### src/logic/cpuPkg.sv
`default_nettype none

package cpuPkg;

  typedef logic [7:0]  word_t;
  typedef logic [15:0] instr_t;
  typedef logic [2:0]  regIdx_t;

  typedef enum logic [3:0] {
    OP_RTYPE = 4'd0,
    OP_LOAD  = 4'd2,
    OP_STORE = 4'd3,
    OP_JUMP  = 4'd4,
    OP_ADDI  = 4'd8,
    OP_BEQ   = 4'd9
  } opcode_e;

  typedef enum logic [2:0] {
    F_ADD = 3'd0,
    F_SUB = 3'd1,
    F_MUL = 3'd2,  // Decodes to nop
    F_DIV = 3'd3,
    F_AND = 3'd4,
    F_OR  = 3'd5,
    F_XOR = 3'd6,
    F_NOT = 3'd7
  } funct_e;

  typedef enum logic [2:0] {
    ALU_ADD,
    ALU_SUB,
    ALU_AND,
    ALU_OR,
    ALU_XOR,
    ALU_NOT,
    ALU_PASS
  } aluOp_e;

  typedef enum logic [1:0] {
    FWD_REG,
    FWD_MEM,
    FWD_WB
  } fwdSel_e;

  function automatic opcode_e opcodeOf(instr_t instr);
    return opcode_e'(instr[15:12]);
  endfunction

  function automatic regIdx_t rdOf(instr_t instr);
    return instr[8:6];
  endfunction

  function automatic regIdx_t rs1Of(instr_t instr);
    return instr[5:3];
  endfunction

  function automatic regIdx_t rs2Of(instr_t instr);
    return instr[2:0];
  endfunction

  // Sign-extended 3-bit immediate
  function automatic word_t immOf(instr_t instr);
    return {{5{instr[2]}}, instr[2:0]};
  endfunction

endpackage

`default_nettype wire

### src/logic/fetchStage.sv
`timescale 1ns/1ps
`default_nettype none

module fetchStage #(
  parameter int imemDepth = 64
) (
  input  logic            clk,
  input  logic            reset,
  input  logic            run,
  input  logic            stall,
  input  logic            flushDecode,
  input  logic            redirect,
  input  cpuPkg::word_t   redirectPc,
  input  logic            imemWrite,
  input  cpuPkg::word_t   imemAddr,
  input  cpuPkg::instr_t  imemData,
  output cpuPkg::instr_t  instrD,
  output cpuPkg::word_t   pcD
);

  localparam int addrBits = $clog2(imemDepth);
  localparam cpuPkg::instr_t nopInstr = '0;  // add R0, R0, R0

  cpuPkg::instr_t imem [imemDepth];
  cpuPkg::word_t  pc;
  cpuPkg::instr_t instrF;

  always_ff @(posedge clk) begin
    if (imemWrite) begin
      imem[imemAddr[addrBits-1:0]] <= imemData;
    end
  end

  assign instrF = imem[pc[addrBits-1:0]];

  always_ff @(posedge clk or posedge reset) begin
    if (reset) begin
      pc <= '0;
    end else if (redirect) begin
      pc <= redirectPc;
    end else if (run && !stall) begin
      pc <= pc + 8'd1;
    end
  end

  // Fetch/decode register
  always_ff @(posedge clk or posedge reset) begin
    if (reset) begin
      instrD <= nopInstr;
      pcD    <= '0;
    end else if (flushDecode || !run) begin
      instrD <= nopInstr;
      pcD    <= '0;
    end else if (!stall) begin
      instrD <= instrF;
      pcD    <= pc;
    end
  end

endmodule

`default_nettype wire

### config.mk
export PLATFORM = sky130hd
export DESIGN_NAME = fetchStage
export DESIGN_NICKNAME = d
export VERILOG_FILES = /design/src/logic/cpuPkg.sv /design/src/logic/fetchStage.sv
export SDC_FILE = /design/constraint.sdc
export NUM_CORES = 1
export LEC_CHECK = 0
export BUFFER_PORTS_ARGS = -buffer_cell sky130_fd_sc_hd__buf_2
export CAP_MARGIN = 0
export CORE_MARGIN = 2
export CORE_UTILIZATION = 53
export DETAILED_ROUTE_END_ITERATION = 10
export PLACE_DENSITY = 0.75
export SYNTH_ARGS = -nofsm -noshare
export SYNTH_HDL_FRONTEND = slang
export SYNTH_SLANG_ARGS = --single-unit
### constraint.sdc
create_clock -name clk -period 3.25 [get_ports clk]
set_clock_uncertainty 0.15 [all_clocks]
set_input_delay 0.325 -clock clk [delete_from_list [all_inputs] [get_ports clk]]
set_output_delay 0.325 -clock clk [all_outputs]
set_load 0.05 [all_outputs]
==> run metrics <==
first-pass GRT wire length=around 140 mm; Setup Buffers After CTS=0; post-route insts no fill=3308; TritonCTS clock tree=yes; final worst-path cycle share=0.987; number of buffers created by CTS=100; Die Footprint=just under 0.08 mm²; worst hold path type=primary input to register; net total in the final layout=approximately 2.2k; proportion of layout cells with a drive suffix above 1=0.275; areal power density over the cells=approximately 620 mW/mm²; number of enable flip-flop cells after synthesis=1024; top post-synthesis cells by area=sky130_fd_sc_hd__edfxtp_1 76%, sky130_fd_sc_hd__mux4_2 12%, sky130_fd_sc_hd__mux2i_1 2.4%, sky130_fd_sc_hd__dfrtp_1 2.0%, sky130_fd_sc_hd__a22oi_1 0.87%; hold violation total from the final report=0; share of Yosys cell area claimed by the top area cell type=0.756; Yosys warnings=0; Die Y-Extent=281 µm; final wirelength=between 90 and 100 mm; share of the core filled with cells=0.615; Via density=between 6 and 7; TritonCTS sink count=1056; library cell with the largest summed area after synthesis=sky130_fd_sc_hd__edfxtp_1; Routed wire per std cell=29.9 µm; # IOs=between 60 and 70; summed instance area of the synthesized netlist=0.0407 mm²; Remaining DRCs=0; Final Power=28.9 mW; Placed Cells incl. Taps=~3.1k; DR vias=21.1k; endpoint class of the critical path=register; Leak Pwr=15.2 nW; final total negative setup slack=0 ps; sequential cell area fraction in the yosys report=0.775; Main synth FF type=sky130_fd_sc_hd__edfxtp_1; Die W=281 µm; CTS clk-pin slew, worst paths=60 ps; clock period minus worst slack=around 3200 ps; iteration count of the initial detailed-routing pass=7; number of distinct standard cells referenced by the synthesized netlist=between 50 and 60; Top cell by count, worst path=sky130_fd_sc_hd__buf_4; routability cong.=0.847; initial drt markers=3038; count of antenna diodes in the layout=0; mean area per synthesized cell=21.2 µm²; antenna violations before repair=8; CORE AREA=between 0.07 and 0.08 mm²; register bit total from synthesis=around 1.1k; CP Data Required Time=~3600 ps; residual overflow from global routing=0; effective utilization at floorplan=0.536; number of max-slew violations in the final report=0; max-cap violation count=0; clock tree root buffer cell=sky130_fd_sc_hd__clkbuf_16; Cell Chain, Critical Path=buf_4 -> mux4_2 -> a22o_1 -> a2111oi_0 -> buf_4 -> o31ai_1; post-detail-place hpwl=around 60 mm; Fill cells=5025; slowest CP cell=sky130_fd_sc_hd__a2111oi_0; status=finished, final reports clean; overall track demand over capacity in global routing=0.254; layout overhead on the synthesized area=14.7%; count of final setup violators=0; largest net degree at the start of global routing=65; setup repair after global routing missed its margin=no; count of input and output buffers=60; crit path max fanout=26; actual transition at the worst max-transition pin=1260 ps; Cells after Synth=1924; count of nets left with antenna violations after detail routing=0; CP peak stage delay=between 800 and 900 ps; signal arrival time at the worst endpoint=3580 ps; fraction of synthesis flops using an asynchronous set or reset pin=0.0303; WHS=46.2 ps; headroom to the max-slew limit=0.152; top achievable clock speed=slightly above 300 MHz; level count of the clock H-tree=3; IR drop worst, VDD=about 440 µV; classification of the worst setup path=register to register; vias in the first global route=21.2k; Rows=101; Max clock buf depth=3; Synth Net Count=1964; clk_lat worst skew=670 ps; sort of element at the start of the critical path=register
==> Yosys cell counts, types with 2 or more instances <==
| cell type | count |
|---|---|
| sky130_fd_sc_hd__and3_1 | 2 |
| sky130_fd_sc_hd__nand2b_1 | 4 |
| sky130_fd_sc_hd__o21ai_0 | 12 |
| sky130_fd_sc_hd__mux4_2 | 217 |
| sky130_fd_sc_hd__buf_6 | 14 |
| sky130_fd_sc_hd__a21bo_1 | 4 |
| sky130_fd_sc_hd__and2_1 | 3 |
| sky130_fd_sc_hd__nor2b_1 | 11 |
| sky130_fd_sc_hd__a22oi_1 | 47 |
| sky130_fd_sc_hd__inv_1 | 4 |
| sky130_fd_sc_hd__nor2_1 | 93 |
| sky130_fd_sc_hd__or3_1 | 4 |
| sky130_fd_sc_hd__clkbuf_1 | 39 |
| sky130_fd_sc_hd__o41ai_1 | 2 |
| sky130_fd_sc_hd__a22o_1 | 22 |
| sky130_fd_sc_hd__buf_2 | 36 |
| sky130_fd_sc_hd__edfxtp_1 | 1024 |
| sky130_fd_sc_hd__a31oi_1 | 5 |
| sky130_fd_sc_hd__a2111oi_0 | 11 |
| sky130_fd_sc_hd__o221ai_1 | 9 |
| sky130_fd_sc_hd__a2111oi_2 | 9 |
| sky130_fd_sc_hd__buf_4 | 9 |
| sky130_fd_sc_hd__a211oi_1 | 9 |
| sky130_fd_sc_hd__or4_1 | 2 |
| sky130_fd_sc_hd__a2111oi_1 | 2 |
| sky130_fd_sc_hd__or3b_2 | 3 |
| sky130_fd_sc_hd__nand3b_1 | 5 |
| sky130_fd_sc_hd__a221oi_1 | 2 |
| sky130_fd_sc_hd__xor2_1 | 4 |
| sky130_fd_sc_hd__o31ai_1 | 6 |
| sky130_fd_sc_hd__o211ai_1 | 6 |
| sky130_fd_sc_hd__nand4_1 | 7 |
| sky130_fd_sc_hd__nand3_1 | 19 |
| sky130_fd_sc_hd__a21oi_1 | 28 |
| sky130_fd_sc_hd__a32oi_1 | 4 |
| sky130_fd_sc_hd__dfrtp_1 | 32 |
| sky130_fd_sc_hd__nand2_1 | 60 |
| sky130_fd_sc_hd__nor3_1 | 15 |
| sky130_fd_sc_hd__mux2i_1 | 98 |
| sky130_fd_sc_hd__a21boi_1 | 2 |
| sky130_fd_sc_hd__xnor2_1 | 3 |
| sky130_fd_sc_hd__o22ai_1 | 19 |
| sky130_fd_sc_hd__buf_1 | 6 |
| sky130_fd_sc_hd__o32ai_1 | 4 |
==> layout make-up <==
class	count	area, µm²	share of cell area
sequential	1056	31600	0.676
multi-input combinational	758	8560	0.183
clock buffer	121	2640	0.0566
timing repair buffer	274	2140	0.0458
tap	1030	1290	0.0276
clock inverter	64	497	0.0106
inverter	5	18.8	0.000402
==> state kept, by name, indices dropped and copies added (netlist names) <==
register	flops
imem	1024
pc	8
pcD	8
instrD	16
==> cell families after synthesis <==
family / synth area share
flops: 0.775
mux: 0.144
simple gates: 0.0259
compound gates: 0.0379
buf+inv: 0.0149
xor+xnor: 0.00151
fa+ha+maj: 0.000307
==> repair_timing <==
action / 4_1_cts / 5_1_grt
endpoints found under the hold margin: 44 / 0
resized for setup: 0 / 1
hold buffers: 27 / 0
endpoints found under the setup margin: 0 / 1
==> placed cells by master, fill, tap and decap left out, types with 6 or more instances in the layout <==
master,count
sky130_fd_sc_hd__a2111oi_0,10
sky130_fd_sc_hd__a22o_1,22
sky130_fd_sc_hd__a21oi_1,28
sky130_fd_sc_hd__bufinv_16,6
sky130_fd_sc_hd__buf_12,13
sky130_fd_sc_hd__a211oi_1,9
sky130_fd_sc_hd__mux4_2,217
sky130_fd_sc_hd__nor3_1,13
sky130_fd_sc_hd__a2111oi_2,9
sky130_fd_sc_hd__o221ai_1,9
sky130_fd_sc_hd__clkbuf_16,102
sky130_fd_sc_hd__nor2b_1,11
sky130_fd_sc_hd__buf_4,174
sky130_fd_sc_hd__o22ai_1,19
sky130_fd_sc_hd__edfxtp_1,1024
sky130_fd_sc_hd__clkinv_2,20
sky130_fd_sc_hd__mux2i_1,98
sky130_fd_sc_hd__nor2_1,92
sky130_fd_sc_hd__nand2_1,60
sky130_fd_sc_hd__buf_2,60
sky130_fd_sc_hd__clkinvlp_4,8
sky130_fd_sc_hd__clkbuf_1,17
sky130_fd_sc_hd__nand3_1,19
sky130_fd_sc_hd__a22oi_1,47
sky130_fd_sc_hd__o21ai_0,12
sky130_fd_sc_hd__clkinv_1,26
sky130_fd_sc_hd__o211ai_1,6
sky130_fd_sc_hd__nand4_1,7
sky130_fd_sc_hd__o31ai_1,6
sky130_fd_sc_hd__dfrtp_1,28
sky130_fd_sc_hd__dlygate4sd3_1,27
==> worst paths after layout <==
check                      startpoint        end  slack, ps  cells past startpoint
min in group asynchronous       reset     pcD[0]        210                      3
hold / removal                  stall     pcD[0]         50                      3
hold reg to reg                pcD[0]     pcD[0]        370                      2
setup / recovery                pc[2]  instrD[7]         40                      6
max in group asynchronous       reset      pc[2]       1840                      4
setup reg to reg                pc[2]  instrD[7]         40                      6
==> worst max-delay path: cells and delay by family, from the launching register on <==
family / cells / cell delay (ps)
DFF: 1 / 770
buffers and inverters: 2 / 650
muxes: 1 / 370
AOI/OAI and AO/OA: 3 / 1130
==> through the flow <==
stage	cell area (µm²)	setup slack, ps
after floorplan	40700	741
after global placement	43300	127
after detailed placement	43300	105
after CTS	46700	125
after global routing	46700	4.96
final	46700	42.3
==> report_power, final <==
part	switching (mW)	internal, mW	leakage (nW)
clock	4.92	6.27	1.52
sequential	0.100	15.1	9.63
combinational	1.51	1.07	4.05
==> layer usage <==
layer	wire, µm	track usage	share of wire
met5	55	0	0.00056
met4	4020	0.0975	0.041
met3	11300	0.0542	0.11
met2	47300	0.401	0.48
met1	36300	0.352	0.37
Power figures use the tool's default switching activity.
