### src/logic/cpuPkg.sv
`default_nettype none

package cpuPkg;

  typedef logic [7:0]  word_t;
  typedef logic [15:0] instr_t;
  typedef logic [2:0]  regIdx_t;

  typedef enum logic [3:0] {
    OP_RTYPE = 4'd0,
    OP_LOAD  = 4'd2,
    OP_STORE = 4'd3,
    OP_JUMP  = 4'd4,
    OP_ADDI  = 4'd8,
    OP_BEQ   = 4'd9
  } opcode_e;

  typedef enum logic [2:0] {
    F_ADD = 3'd0,
    F_SUB = 3'd1,
    F_MUL = 3'd2,  // Decodes to nop
    F_DIV = 3'd3,
    F_AND = 3'd4,
    F_OR  = 3'd5,
    F_XOR = 3'd6,
    F_NOT = 3'd7
  } funct_e;

  typedef enum logic [2:0] {
    ALU_ADD,
    ALU_SUB,
    ALU_AND,
    ALU_OR,
    ALU_XOR,
    ALU_NOT,
    ALU_PASS
  } aluOp_e;

  typedef enum logic [1:0] {
    FWD_REG,
    FWD_MEM,
    FWD_WB
  } fwdSel_e;

  function automatic opcode_e opcodeOf(instr_t instr);
    return opcode_e'(instr[15:12]);
  endfunction

  function automatic regIdx_t rdOf(instr_t instr);
    return instr[8:6];
  endfunction

  function automatic regIdx_t rs1Of(instr_t instr);
    return instr[5:3];
  endfunction

  function automatic regIdx_t rs2Of(instr_t instr);
    return instr[2:0];
  endfunction

  // Sign-extended 3-bit immediate
  function automatic word_t immOf(instr_t instr);
    return {{5{instr[2]}}, instr[2:0]};
  endfunction

endpackage

`default_nettype wire

### src/logic/hazardUnit.sv
`timescale 1ns/1ps
`default_nettype none

module hazardUnit (
  input  cpuPkg::regIdx_t  rs1D,
  input  cpuPkg::regIdx_t  rs2D,
  input  cpuPkg::regIdx_t  loadRdE,
  input  cpuPkg::regIdx_t  memRd,
  input  cpuPkg::regIdx_t  wbReg,
  input  logic             loadE,
  input  logic             memRegWrite,
  input  logic             wbValid,
  input  logic             redirect,
  input  cpuPkg::regIdx_t  rs1E,
  input  cpuPkg::regIdx_t  rs2E,
  output logic             stall,
  output logic             flushDecode,
  output logic             flushExecute,
  output cpuPkg::fwdSel_e  fwdA,
  output cpuPkg::fwdSel_e  fwdB
);

  logic loadUse;

  // Load result not ready for the instruction behind it
  assign loadUse = loadE && loadRdE != '0 && (loadRdE == rs1D || loadRdE == rs2D);

  assign stall        = loadUse;
  assign flushDecode  = redirect;
  assign flushExecute = loadUse || redirect;

  function automatic cpuPkg::fwdSel_e fwdFor(cpuPkg::regIdx_t src);
    if (memRegWrite && memRd != '0 && memRd == src) begin
      return cpuPkg::FWD_MEM;  // Youngest value wins
    end else if (wbValid && wbReg == src) begin
      return cpuPkg::FWD_WB;
    end
    return cpuPkg::FWD_REG;
  endfunction

  always_comb begin
    fwdA = fwdFor(rs1E);
    fwdB = fwdFor(rs2E);
  end

endmodule

`default_nettype wire

### config.mk
export PLATFORM = sky130hd
export DESIGN_NAME = hazardUnit
export DESIGN_NICKNAME = d
export VERILOG_FILES = /design/src/logic/cpuPkg.sv /design/src/logic/hazardUnit.sv
export SDC_FILE = /design/constraint.sdc
export NUM_CORES = 1
export LEC_CHECK = 0
export BUFFER_PORTS_ARGS = -buffer_cell sky130_fd_sc_hd__buf_2
export CAP_MARGIN = 10
export CORE_AREA = 2 2 39 41
export DETAILED_ROUTE_END_ITERATION = 12
export DIE_AREA = 0 0 41 43
export RECOVER_POWER = 50
export SLEW_MARGIN = 30
export SYNTH_ARGS = -nofsm -noshare
export SYNTH_HDL_FRONTEND = slang
export SYNTH_SLANG_ARGS = --single-unit
### constraint.sdc
create_clock -name vclk -period 0.8
set_clock_uncertainty 0.1 [all_clocks]
set_input_delay 0.08 -clock vclk [all_inputs]
set_output_delay 0.08 -clock vclk [all_outputs]
set_load 0.01 [all_outputs]
==> run summary, run 1 <==
The run finished, with violations left. The final reports fail on setup timing. From synthesis to final layout, the design area changed by 153%.

For the number of antenna violations at the first check in global routing, the log shows 0. The power per cell area was 550 nW/um^2. The largest single stage delay on the critical path is 300 ps.

The library cell used most frequently in the layout, excluding fill and tap cells, is buf_2. The area of all sequential standard cells is 0 um^2, and the unique cell type count in the Yosys netlist is 11. The worst hold path begins at redirect. The via count of the first global-routing pass is 319. At the worst endpoint, the arrival time is 860 ps. Summing all multi-input logic gate instances after layout gives 345 um^2.

The number of vias per cell works out to 4.23. The transition at the pin with the smallest max-transition slack works out to 264 ps. The repair_antennas step left the layout with diodes totalling 0.

In this run, the number of DRC markers left after iteration 0 of detailed routing was 0. In this run the static leakage power is 0.000283 uW. The tool flagged a number of max-cap violations equal to 0. The routed layout has 334 vias.

The initial standard-cell utilization of the core is 0.182, and the top cell type's share of synthesized area is 0.418. The ratio of final minimum period to clock period works out to 1.30. The final critical-path required period is 1040 ps, and the last weighted congestion value of the routability-driven placer is 0.670. The maximum operating frequency is 0.959 GHz. Among all stages on the critical path, the largest delay is contributed by nor4_2. The worst slew slack as a fraction of its limit was 0.823. STA classifies the critical path endpoint as an output pin. The mapped cell area was 251 um^2.

The worst setup path is launched from a primary input. The logs give 636 um^2 for the area of all placed cells without fillers and 31 for the gate count after technology mapping. Data on the critical path is required at its endpoint by 620 ps.

Of all nets on the critical path, the largest fanout is 2. Final routed DRC violation total: 0. The largest total area in the synthesized netlist belongs to xnor2_1.

Setup repair after global routing could not meet its margin everywhere. The placement row count was 14; the detail-routed net length per standard cell was 12.3 um. Buffers inserted to repair hold after CTS numbered 0. The completed layout was analyzed and its total power is 350 uW. IR analysis of the VDD net gives a maximum drop of 0.184 mV.

Traced cell by cell, the critical path runs through buf_8, xor2_2, nor4_2, nor2_1, buf_2. Sorting the synthesized cells by area gives the leading types as xnor2_1 42%, xor2_1 21%, nor4_2 10%. Counting the fill cells in the layout gives 138. The core region is 1380 um^2. The final layout contains routed wiring with a total length of 969 um.

The layout has 0 clock buffers. The run gives 0.105 as the overall track demand over capacity in global routing. The post-layout net count came out at 90. From left edge to right edge, the die measures 41 um.

Buffers placed on the I/O ports in this run total 32. In this run the remaining antenna-violating nets after routing total 0. For the pin count of the biggest net entering global routing, the log shows 4.

The number of endpoints with negative hold slack in the final report is 0, and the first-pass GRT wire length is 1.32 mm. The total iterations of the first detailed-routing run came out at 1. The top cell types in the final layout, fill and taps aside, are 18 x buf_2, 7 x buf_6, 6 x xnor2_2, 6 x xnor2_1, 6 x buf_8.

The tools report the instance area after placement as 455 um^2. For this run the aggregate overflow at the end of global routing stands at 0. The source of the critical timing path was rs1E[2]. For the worst path setup slack after routing, the log shows -243 ps. Sequential cell count of the final layout: 0. The vertical die dimension was 43 um. The fraction of final layout cells sized beyond drive strength 1 was 0.746; the number of ports placed on the die boundary was 32. By startpoint and endpoint, the worst setup path is classified as primary input to output pin. The count of final setup violators is 6, and the fraction of the yosys area taken by sequential cells is 0. The tightest min-delay check is of the primary input to output pin type. The max-slew violation count is 0, and the count of synthesis-stage warnings from yosys is 0.

The tools report the net count after synthesis as 56. A synthesized cell averages 8.11 um^2. The critical path ends at fwdA[1].

The die covers 1760 um^2.
-- Yosys cell counts --
cell / instances
xnor2_1: 12
xor2_1: 6
nand3_1: 2
nand4_1: 2
nor2_1: 2
nor4_2: 2
a21oi_1: 1
buf_4: 1
o31ai_1: 1
o31ai_2: 1
or2_1: 1
-- kinds of logic after synthesis --
logic type,count (synthesis),synth area share
buffers and inverters,1,0.0299
and+or+nand+nor,9,0.244
AOI/OAI and AO/OA,3,0.0995
xor gates and xnor gates,18,0.627
-- worst max-delay path: cells and delay by family --
| family | cells | cell delay, ps |
|---|---|---|
| xor gates and xnor gates | 1 | 170 |
| buffers and inverters | 2 | 240 |
| and+or+nand+nor | 2 | 380 |
-- how the worst min path moves through the flow --
stage | endpoint | slack (ps) | cells past startpoint
2_1_floorplan | stall | 150 | 2
3_3_place_gp | flushDecode | 260 | 2
3_5_place_dp | flushDecode | 260 | 2
4_1_cts | flushDecode | 260 | 2
5_1_grt | flushDecode | 290 | 2
6_report | flushDecode | 280 | 2
-- where the power goes --
part	internal [uW]	switching (uW)
Sequential	0	0
Clock	0	0
Combinational	208	142
-- through the flow --
stage	setup TNS [ps]	utilization	hold slack (ps)	setup slack, ps	instances
after global placement	-1270	0.329	257	-250	78
after CTS	-1170	0.422	255	-241	78
after global routing	-1440	0.459	288	-301	79
final	-1160	0.459	276	-243	79
after detailed placement	-1360	0.329	256	-271	78
after floorplan	-292	-	150	-124	31
-- area by class of cell --
class,count,area share
Timing Repair Buffer,33,0.425
Multi-Input combinational cell,30,0.543
Tap cell,16,0.0315
-- per-layer routing --
metal / GRT usage / up-vias / share of wire
met4: 0 / 0 / 0
met3: 0 / 0 / 0.022
met1: 0.103 / 161 / 0.30
met5: 0 / - / 0
met2: 0.228 / 6 / 0.68
li1: - / 167 / -
-- what timing repair did --
| item | 4_1_cts | 5_1_grt |
|---|---|---|
| pin swaps | 15 | 6 |
| cloned | 0 | 0 |
| gates resized for setup | 25 | 12 |
| setup buffers | 0 | 1 |
| endpoints found under the setup margin | 6 | 6 |
Power figures use the tool's default switching activity.
==> run 2, diff against run 1 <==
- SKIP_LAST_GASP: unset -> 1
==> run 2 against run 1 <==
Net effect: the run still ends with setup timing left; die area stayed put; non-clock buffer count unchanged; combinational power is 1% higher; critical path depth unchanged; final area rose by 1.8%; first-iteration DRC count is 1 higher; global-route usage grew 0.10 points; fmax is 2.5% higher; setup slack improved by 25 ps; wire length fell by 4.2%.
==> run summary, run 2 (synthesis results as in run 1) <==
The flow ran to the end, but the final reports show violations. The checks that failed: setup timing. The critical path starts at rs1E[2]. The logs give 133 (-3.6%) for the layout filler cell count and 0 (unchanged) for the number of antenna violations at the first check in global routing. The tightest min-delay check is of the primary input to output pin type. The tools report the startpoint of the lowest-slack hold path as redirect.

The max-slew violation count came out at 0 (unchanged). Setup repair after global routing could not meet its margin everywhere. The first-pass GRT wire length is 1.34 mm (+1.6%). For the peak supply drop, the log shows 0.180 mV (-2.4%). The number of max-capacitance violations reported is 0 (unchanged).

The total power of the final layout was 355 uW (+1.4%); the ratio of final minimum period to clock period was 1.27 (-0.0316). The transition at the pin with the smallest max-transition slack is 253 ps (-10.2 ps). The number of instances in the placed design came out at 78 (unchanged).

Global-route congestion overflow total: 0 (unchanged). The cell family contributing the most delay on the critical path is simple AND/OR/NAND/NOR gates. The critical path required time came out at 620 ps (about the same). For the via count of the first global-routing pass, the log shows 328 (+2.8%).

Leaving out fill and tap cells, the most frequent cells in the layout are 17 x buf_2, 8 x buf_6, 6 x xnor2_2, 6 x xnor2_1, 5 x buf_8. For the post-layout net count, the log shows 90 (unchanged). The final routed DRC violation total was 0 (unchanged); the non-filler instance count after layout was 79 (unchanged). The largest stage delay on the critical path came out at 280 ps (-20 ps).

The run gives 0.182 (unchanged) as the initial standard-cell utilization of the core. For the count of vias placed by the detailed router, the log shows 335 (+0.30%). Leaving out fill and tap cells, the most frequent cell in the layout is buf_2. Maximum fanout count along the critical path: 2 (unchanged). The area of all sequential standard cells is 0 um^2 (unchanged), and the number of ports placed on the die boundary is 32 (unchanged).

For the arrival time of data at the critical path endpoint, the log shows 840 ps (-20 ps). The number of port buffers is 32 (unchanged), and the worst slew slack as a fraction of its limit is 0.830 (+0.00686). The signal on the critical path passes through buf_8, xor2_2, nor4_2, nor2_1, buf_2. The run gives 0 (unchanged) as the number of inserted diodes. The critical path is of the primary input to output pin type. The power per cell area is 548 nW/um^2 (-0.39%), and the total iterations of the first detailed-routing run is 2 (+1). The fraction of final layout cells sized beyond drive strength 1 came out at 0.746 (unchanged).

The worst path setup slack after routing came out at -218 ps (+25.2 ps). STA classifies the critical path endpoint as an output pin. Capturing instance or port of the critical path: fwdA[1]. Count of clock-net buffers in the final layout: 0 (unchanged). The count of final setup violators is 6 (unchanged). The logs give 1760 um^2 (unchanged) for the total die area and 1380 um^2 (unchanged) for the area of the core region. The horizontal extent of the die works out to 41 um (unchanged). The vertical die dimension is 43 um (unchanged), and the pin count of the biggest net entering global routing is 4 (unchanged).

The run gives 0.983 GHz (+2.5%) as the maximum operating frequency. The worst setup path is launched from a primary input. The total buffers and inverters traversed by the critical path was 2 (unchanged); the last weighted congestion value of the routability-driven placer was 0.670 (unchanged).

The placement row count was 14 (unchanged); the cell depth of the worst setup path was 5 (unchanged). The sequential cell count of the final layout came out at 0 (unchanged). For the total leakage power, the log shows 0.000287 uW (+1.4%).

The slowest stage of the critical path is the nor4_2 cell. Detail-routed net length per standard cell: 11.7 um (-4.2%). The number of violations reported at the end of detailed-routing iteration 0 was 1 (+1).

The tools report the number of nets with antenna violations after routing as 0 (unchanged). The number of endpoints with negative hold slack in the final report was 0 (unchanged); the overall track demand over capacity in global routing was 0.106 (+0.00100). The tools report the final wirelength as 928 um (-4.2%). The area growth from synthesis to final layout works out to 157%. The number of hold-repair buffers added at the cts stage came out at 0 (unchanged).

The final critical-path required period was 1020 ps (-25.2 ps). Number of vias per cell: 4.24 (+0.30%).
==> run 2: area by class of cell <==
cell class	instances	area, um^2	share of cell area
timing repair buffer	33	282	0.435
multi-input combinational	30	345	0.534
tap	16	20.0	0.0309
==> run 2: worst min path at each step <==
| stage | cells after the start | end | slack (ps) |
|---|---|---|---|
| floorplan | 2 | stall | 150 |
| global placement | 2 | flushDecode | 260 |
| detailed placement | 2 | flushDecode | 260 |
| CTS | 2 | flushDecode | 260 |
| global route | 2 | flushDecode | 290 |
| finish | 2 | flushDecode | 280 |
==> run 2: what timing repair did <==
item / in CTS / in global routing
endpoints found under the setup margin: 6 / 6
gates resized for setup: 24 / 15
pin swaps: 14 / 8
buffers inserted: 0 / 1
==> run 2: through the flow <==
step	worst slack (ps)	utilization	hold WS (ps)	setup TNS, ps	instance area [um^2]
final	-218	0.467	276	-1090	647
after CTS	-241	0.420	255	-1190	581
after global placement	-250	0.329	257	-1270	455
after floorplan	-124	-	150	-292	283
after detailed placement	-271	0.329	256	-1360	455
after global routing	-277	0.467	288	-1360	647
==> run 2: routing by layer <==
layer / wire [um] / global-route usage / vias up / part of all wire
met2: 616 / 0.228 / 6 / 0.66
li1: - / - / 167 / -
met5: 0 / 0 / - / 0
met3: 21 / 0 / 0 / 0.023
met1: 290 / 0.106 / 162 / 0.31
met4: 0 / 0 / 0 / 0
==> run 2: where the power goes <==
part | switching, uW | leakage (uW) | internal (uW)
Clock | 0 | 0 | 0
Sequential | 0 | 0 | 0
Combinational | 141 | 0.000287 | 214
