**src/logic/cpuPkg.sv**
```systemverilog
`default_nettype none

package cpuPkg;

  typedef logic [7:0]  word_t;
  typedef logic [15:0] instr_t;
  typedef logic [2:0]  regIdx_t;

  typedef enum logic [3:0] {
    OP_RTYPE = 4'd0,
    OP_LOAD  = 4'd2,
    OP_STORE = 4'd3,
    OP_JUMP  = 4'd4,
    OP_ADDI  = 4'd8,
    OP_BEQ   = 4'd9
  } opcode_e;

  typedef enum logic [2:0] {
    F_ADD = 3'd0,
    F_SUB = 3'd1,
    F_MUL = 3'd2,  // Decodes to nop
    F_DIV = 3'd3,
    F_AND = 3'd4,
    F_OR  = 3'd5,
    F_XOR = 3'd6,
    F_NOT = 3'd7
  } funct_e;

  typedef enum logic [2:0] {
    ALU_ADD,
    ALU_SUB,
    ALU_AND,
    ALU_OR,
    ALU_XOR,
    ALU_NOT,
    ALU_PASS
  } aluOp_e;

  typedef enum logic [1:0] {
    FWD_REG,
    FWD_MEM,
    FWD_WB
  } fwdSel_e;

  function automatic opcode_e opcodeOf(instr_t instr);
    return opcode_e'(instr[15:12]);
  endfunction

  function automatic regIdx_t rdOf(instr_t instr);
    return instr[8:6];
  endfunction

  function automatic regIdx_t rs1Of(instr_t instr);
    return instr[5:3];
  endfunction

  function automatic regIdx_t rs2Of(instr_t instr);
    return instr[2:0];
  endfunction

  // Sign-extended 3-bit immediate
  function automatic word_t immOf(instr_t instr);
    return {{5{instr[2]}}, instr[2:0]};
  endfunction

endpackage

`default_nettype wire

```
**src/logic/pipeBus.sv**
```systemverilog
`timescale 1ns/1ps
`default_nettype none

// Decode to execute
interface idExBus;
  cpuPkg::word_t   operandA;
  cpuPkg::word_t   operandB;
  cpuPkg::word_t   imm;       // Branch offset or jump target for control flow
  cpuPkg::word_t   pc;
  cpuPkg::regIdx_t rd;
  cpuPkg::regIdx_t rs1;
  cpuPkg::regIdx_t rs2;
  cpuPkg::aluOp_e  aluOp;
  logic            useImm;
  logic            regWrite;
  logic            memRead;
  logic            memWrite;
  logic            isBranch;
  logic            isJump;

  modport producer (
    output operandA, operandB, imm, pc, rd, rs1, rs2, aluOp,
    output useImm, regWrite, memRead, memWrite, isBranch, isJump
  );

  modport consumer (
    input operandA, operandB, imm, pc, rd, rs1, rs2, aluOp,
    input useImm, regWrite, memRead, memWrite, isBranch, isJump
  );
endinterface

// Execute to memory
interface exMemBus;
  cpuPkg::word_t   aluResult;
  cpuPkg::word_t   storeData;
  cpuPkg::regIdx_t rd;
  logic            regWrite;
  logic            memRead;
  logic            memWrite;

  modport producer (output aluResult, storeData, rd, regWrite, memRead, memWrite);
  modport consumer (input aluResult, storeData, rd, regWrite, memRead, memWrite);
endinterface

`default_nettype wire

```
**src/logic/executeStage.sv**
```systemverilog
`timescale 1ns/1ps
`default_nettype none

module executeStage (
  input  logic             clk,
  input  logic             reset,
  idExBus.consumer         idEx,
  input  cpuPkg::fwdSel_e  fwdA,
  input  cpuPkg::fwdSel_e  fwdB,
  input  cpuPkg::word_t    memResult,
  input  cpuPkg::word_t    wbData,
  output logic             redirect,
  output cpuPkg::word_t    redirectPc,
  output cpuPkg::regIdx_t  loadRdE,
  output logic             loadE,
  exMemBus.producer        exMem
);

  cpuPkg::word_t opA;
  cpuPkg::word_t opB;
  cpuPkg::word_t aluB;
  cpuPkg::word_t aluResult;

  always_comb begin
    case (fwdA)
      cpuPkg::FWD_MEM: opA = memResult;
      cpuPkg::FWD_WB:  opA = wbData;
      default:         opA = idEx.operandA;
    endcase
    case (fwdB)
      cpuPkg::FWD_MEM: opB = memResult;
      cpuPkg::FWD_WB:  opB = wbData;
      default:         opB = idEx.operandB;
    endcase
  end

  assign aluB = idEx.useImm ? idEx.imm : opB;

  always_comb begin
    case (idEx.aluOp)
      cpuPkg::ALU_ADD: aluResult = opA + aluB;
      cpuPkg::ALU_SUB: aluResult = opA - aluB;
      cpuPkg::ALU_AND: aluResult = opA & aluB;
      cpuPkg::ALU_OR:  aluResult = opA | aluB;
      cpuPkg::ALU_XOR: aluResult = opA ^ aluB;
      cpuPkg::ALU_NOT: aluResult = ~opA;
      default:         aluResult = opA;  // Store address
    endcase
  end

  // Branch compares the forwarded values
  assign redirect   = idEx.isJump || (idEx.isBranch && opA == opB);
  assign redirectPc = idEx.isJump ? idEx.imm : idEx.pc + idEx.imm;

  assign loadE   = idEx.memRead;
  assign loadRdE = idEx.rd;

  always_ff @(posedge clk or posedge reset) begin
    if (reset) begin
      exMem.regWrite <= 1'b0;
      exMem.memRead  <= 1'b0;
      exMem.memWrite <= 1'b0;
    end else begin
      exMem.regWrite <= idEx.regWrite;
      exMem.memRead  <= idEx.memRead;
      exMem.memWrite <= idEx.memWrite;
    end
  end

  always_ff @(posedge clk) begin
    exMem.aluResult <= aluResult;
    exMem.storeData <= opB;
    exMem.rd        <= idEx.rd;
  end

endmodule

`default_nettype wire

```
**src/flat_wrapper.sv**
```systemverilog
// flat-port wrapper written by rule: the top's interface ports become plain ports
module executeStage_flat 
  (clk, reset, fwdA, fwdB, memResult, wbData, redirect, redirectPc, loadRdE, loadE, idEx_operandA, idEx_operandB, idEx_imm, idEx_pc, idEx_rd, idEx_rs1, idEx_rs2, idEx_aluOp, idEx_useImm, idEx_regWrite, idEx_memRead, idEx_memWrite, idEx_isBranch, idEx_isJump, exMem_aluResult, exMem_storeData, exMem_rd, exMem_regWrite, exMem_memRead, exMem_memWrite);
  idExBus idEx_i ();
  exMemBus exMem_i ();
  input  logic clk;
  input  logic reset;
  input  cpuPkg::fwdSel_e fwdA;
  input  cpuPkg::fwdSel_e fwdB;
  input  cpuPkg::word_t memResult;
  input  cpuPkg::word_t wbData;
  output logic redirect;
  output cpuPkg::word_t redirectPc;
  output cpuPkg::regIdx_t loadRdE;
  output logic loadE;
  input wire logic [$bits(idEx_i.operandA)-1:0] idEx_operandA;
  input wire logic [$bits(idEx_i.operandB)-1:0] idEx_operandB;
  input wire logic [$bits(idEx_i.imm)-1:0] idEx_imm;
  input wire logic [$bits(idEx_i.pc)-1:0] idEx_pc;
  input wire logic [$bits(idEx_i.rd)-1:0] idEx_rd;
  input wire logic [$bits(idEx_i.rs1)-1:0] idEx_rs1;
  input wire logic [$bits(idEx_i.rs2)-1:0] idEx_rs2;
  input wire logic [$bits(idEx_i.aluOp)-1:0] idEx_aluOp;
  input wire logic [$bits(idEx_i.useImm)-1:0] idEx_useImm;
  input wire logic [$bits(idEx_i.regWrite)-1:0] idEx_regWrite;
  input wire logic [$bits(idEx_i.memRead)-1:0] idEx_memRead;
  input wire logic [$bits(idEx_i.memWrite)-1:0] idEx_memWrite;
  input wire logic [$bits(idEx_i.isBranch)-1:0] idEx_isBranch;
  input wire logic [$bits(idEx_i.isJump)-1:0] idEx_isJump;
  output wire logic [$bits(exMem_i.aluResult)-1:0] exMem_aluResult;
  output wire logic [$bits(exMem_i.storeData)-1:0] exMem_storeData;
  output wire logic [$bits(exMem_i.rd)-1:0] exMem_rd;
  output wire logic [$bits(exMem_i.regWrite)-1:0] exMem_regWrite;
  output wire logic [$bits(exMem_i.memRead)-1:0] exMem_memRead;
  output wire logic [$bits(exMem_i.memWrite)-1:0] exMem_memWrite;
  assign idEx_i.operandA = idEx_operandA;
  assign idEx_i.operandB = idEx_operandB;
  assign idEx_i.imm = idEx_imm;
  assign idEx_i.pc = idEx_pc;
  assign idEx_i.rd = idEx_rd;
  assign idEx_i.rs1 = idEx_rs1;
  assign idEx_i.rs2 = idEx_rs2;
  assign idEx_i.aluOp = idEx_aluOp;
  assign idEx_i.useImm = idEx_useImm;
  assign idEx_i.regWrite = idEx_regWrite;
  assign idEx_i.memRead = idEx_memRead;
  assign idEx_i.memWrite = idEx_memWrite;
  assign idEx_i.isBranch = idEx_isBranch;
  assign idEx_i.isJump = idEx_isJump;
  assign exMem_aluResult = exMem_i.aluResult;
  assign exMem_storeData = exMem_i.storeData;
  assign exMem_rd = exMem_i.rd;
  assign exMem_regWrite = exMem_i.regWrite;
  assign exMem_memRead = exMem_i.memRead;
  assign exMem_memWrite = exMem_i.memWrite;
  executeStage u_core (.clk(clk), .reset(reset), .idEx(idEx_i), .fwdA(fwdA), .fwdB(fwdB), .memResult(memResult), .wbData(wbData), .redirect(redirect), .redirectPc(redirectPc), .loadRdE(loadRdE), .loadE(loadE), .exMem(exMem_i));
endmodule
```
**config.mk**
```make
export PLATFORM = sky130hd
export DESIGN_NAME = executeStage_flat
export DESIGN_NICKNAME = d
export VERILOG_FILES = /design/src/logic/cpuPkg.sv /design/src/logic/pipeBus.sv /design/src/logic/executeStage.sv /design/src/flat_wrapper.sv
export SDC_FILE = /design/constraint.sdc
export NUM_CORES = 1
export LEC_CHECK = 0
export ABC_AREA = 0
export BUFFER_PORTS_ARGS = -buffer_cell sky130_fd_sc_hd__buf_4
export CAP_MARGIN = 25
export CORE_UTILIZATION = 30
export CTS_BUF_LIST = sky130_fd_sc_hd__clkbuf_4 sky130_fd_sc_hd__clkbuf_8 sky130_fd_sc_hd__clkbuf_16
export CTS_CLUSTER_SIZE = 30
export DETAILED_ROUTE_END_ITERATION = 8
export PLACE_DENSITY = 0.58
export SKIP_LAST_GASP = 1
export SLEW_MARGIN = 20
export SYNTH_ARGS = -nofsm -noshare
export SYNTH_HDL_FRONTEND = slang
export SYNTH_SLANG_ARGS = --single-unit
```
**constraint.sdc**
```tcl
create_clock -name clk -period 4.97 [get_ports clk]
set_input_delay 1.2425 -clock clk [delete_from_list [all_inputs] [get_ports clk]]
set_output_delay 1.2425 -clock clk [all_outputs]
set_load 0.02 [all_outputs]
```
==> impl_results.md <==
- Worst Setup Start Kind: input port
- Post-route ant nets: 0
- Row count: 32
- Initial core utilization: 0.315
- IO Pins: 107
- Pin count of the biggest net entering global routing: 20
- Layout overhead on the synthesized area: 34.9%
- Netlist cell types: 50
- Hold Crit Class: input port to asynchronous set/reset pin
- Die Height: roughly 93 um
- Post CTS Setup Buffer Count: 0
- Yosys reg bits: 22
- Mapped Nets: 426
- Launch point of the worst path: fwdB[0]
- Cell Area, Synth: between 2000 and 2500 um^2
- Clock sink count: 22
- Ys flop type: dfxtp_1
- Pre-Repair DR Iteration Count: 4
- Die X: 92.8 um
- Part of the Yosys area used for sequential elements: 0.184
- First-pass GRT wire length: approximately 12,000 um
- Setup crit end: u_core.exMem.aluResult[7]
- Clk buf depth: 2
- Max Clk Rate: 0.224 GHz
- Critical Path AT: 4.64 ns
- Yosys top cell area share: 0.154
- Worst slew pin tran: 0.571 ns
- Root buf cell: clkbuf_8
- Die ar.: 8600 um^2
- Starting DRT DRC Count: 190
- Number of global-route vias before repair: around 2,500
- CTS Buf Count: 3
- Max Fanout on Critical Path: 16
- Maximum vdd drop: 0.0718 mV
- Max-slew violations: 0
- Clk pin slew, worst setup/hold paths: 0.09 ns
- Final period util: 0.900
- Dominant cells by area after synthesis: dfxtp_1 15%, ha_1 15%, xnor2_1 7.1%
- Dpl hpwl: 5720 um
- Fin crit period: ~4.5 ns
- Mapped Avg Cell Area: 7.67 um^2
- Async S/R FF share, synth: 0.136
- P_leak: 1.64 nW
- Via/cell ratio: 4.92
- Total track usage: 0.167
- FILL cells: 842
- Final Net Count: 518
- Core box area: 7850 um^2
- Final Hold Vio Count: 0
- Post-CTS Resized: 0
- Critical path class: input port to flop
- CP Data Required Time: 5.14 ns
- RSZ-0062 raised after global routing: no
- Post-route setup TNS: 0 ns
- Antenna Cells: 0
- Layout cells sized above 1: 0.308
- Initial antenna violation count: 0
- I/O Buffers: 100
- EDFF count, synth: 0
- DR vias: 2,533
- TritonCTS clock tree: done
- Commonest cells after routing, fill and taps aside: 106 x buf_4, 33 x o21ai_0, 30 x ha_1
- CTS HTree Levels: 1
- Total grt overflow: 0
- Max-Cap Viols: 0
- Mapped Cells: 322
- Number of failing setup endpoints in the final timing report: 0
- Hold_buf cts: 0
- Commonest non-fill, non-tap cell in the layout: buf_4
- Largest area contributor in the synthesized netlist: dfxtp_1
- Worst hold slack: 0.834 ns
- GP Congestion: 0.886
- DR WL/cell: approximately 14 um
- Crit end category: flop
- Final WL: 7100 um
- Syn. warnings: 0
- Power per standard cell area: approximately 240 nW/um^2
- Outcome: finished clean
- Drt drc: 0
- Headroom to the max-slew limit: 0.617
registers in the layout, indices dropped and copies added (netlist names):
| name | cells |
|---|---|
| u_core.exMem.aluResult | 8 |
| u_core.exMem.memRead | 1 |
| u_core.exMem.memWrite | 1 |
| u_core.exMem.rd | 3 |
| u_core.exMem.regWrite | 1 |
| u_core.exMem.storeData | 8 |
final cells by class:
| cell class | instances | area (um^2) | area share |
|---|---|---|---|
| clock buffers | 4 | 48.8 | 0.0146 |
| well taps | 102 | 128 | 0.0383 |
| multi-input cells | 249 | 1790 | 0.536 |
| inverters | 32 | 120 | 0.0360 |
| repair buffers | 106 | 796 | 0.239 |
| flip-flops and latches | 22 | 455 | 0.137 |
synth_stat cells (3+ instances only):
master    instances
xor2_1            6
nor3_1            6
o21a_1            5
buf_2             3
a21o_1            7
mux2_2            6
clkbuf_1          9
xnor2_1          20
dfrtp_1           3
ha_1             30
nor2_1           22
nand2_1          27
nand2b_1          3
buf_4             5
dfxtp_1          19
inv_2             3
inv_1            28
o21ai_1           4
o21ai_0          33
mux2i_1           3
a31oi_1           4
a211oi_1          3
nor2b_1           3
a21oi_1          20
a22oi_1          16
critical path: stages:
cell	delay (ns)
buf_4	0.08
inv_1	0.03
ha_1	0.56
o21a_2	0.26
inv_2	0.06
nor4_2	0.25
inv_1	0.09
a21o_1	0.20
o31ai_2	0.24
xnor2_1	0.10
ha_1	0.20
or4_1	0.55
o22ai_2	0.16
xnor2_1	0.18
o221a_1	0.23
a31oi_1	0.05
a21o_1	0.16
cell families (layout without fill, tap and decap cells):
logic type                 Yosys count  after routing  share of synthesized area
buffers and inverters               51            142                     0.0927
xor gates and xnor gates            26             26                     0.0922
AOI/OAI and AO/OA                  111            111                      0.292
adders and majority gates           32             32                      0.168
and+or+nand+nor                     71             71                      0.131
DFF                                 22             22                      0.184
muxes                                9              9                     0.0395
where the power goes:
group	switching [mW]	leakage, nW	internal (mW)
Combinational	0.251	1.42	0.221
Sequential	0.00590	0.195	0.201
Clock	0.0648	0.0262	0.0628
routing by layer:
metal	vias to the layer above	GRT usage	share of wire
li1	1314	-	-
met1	1140	0.220	0.48
met2	75	0.289	0.46
met3	4	0.0205	0.048
met4	0	0.0346	0.0077
met5	-	0	0
how the worst min path moves through the flow:
| stage | slack (ns) | to | depth (start not counted) | startpoint |
|---|---|---|---|---|
| 6_report | 0.83 | u_core.exMem.memWrite | 2 | reset |
| 5_1_grt | 0.83 | u_core.exMem.memRead | 2 | reset |
| 4_1_cts | 0.83 | u_core.exMem.regWrite | 2 | reset |
| 3_5_place_dp | 1.13 | u_core.exMem.memRead | 2 | reset |
| 3_3_place_gp | 1.12 | u_core.exMem.memRead | 2 | reset |
| 2_1_floorplan | 1.0 | u_core.exMem.memRead | 1 | reset |
stage by stage:
stage               power [mW]  cells   util  cell area, um^2  worst slack, ns
finish                   0.807    515  0.425             3330            0.499
global route             0.876    515  0.425             3330            0.271
CTS                      0.815    515  0.425             3330            0.500
detailed placement       0.682    511  0.419             3290            0.237
global placement         0.680    511  0.419             3290            0.238
floorplan                0.526    322      -             2470            0.657
Note: power is estimated with default switching activity, not from simulation.
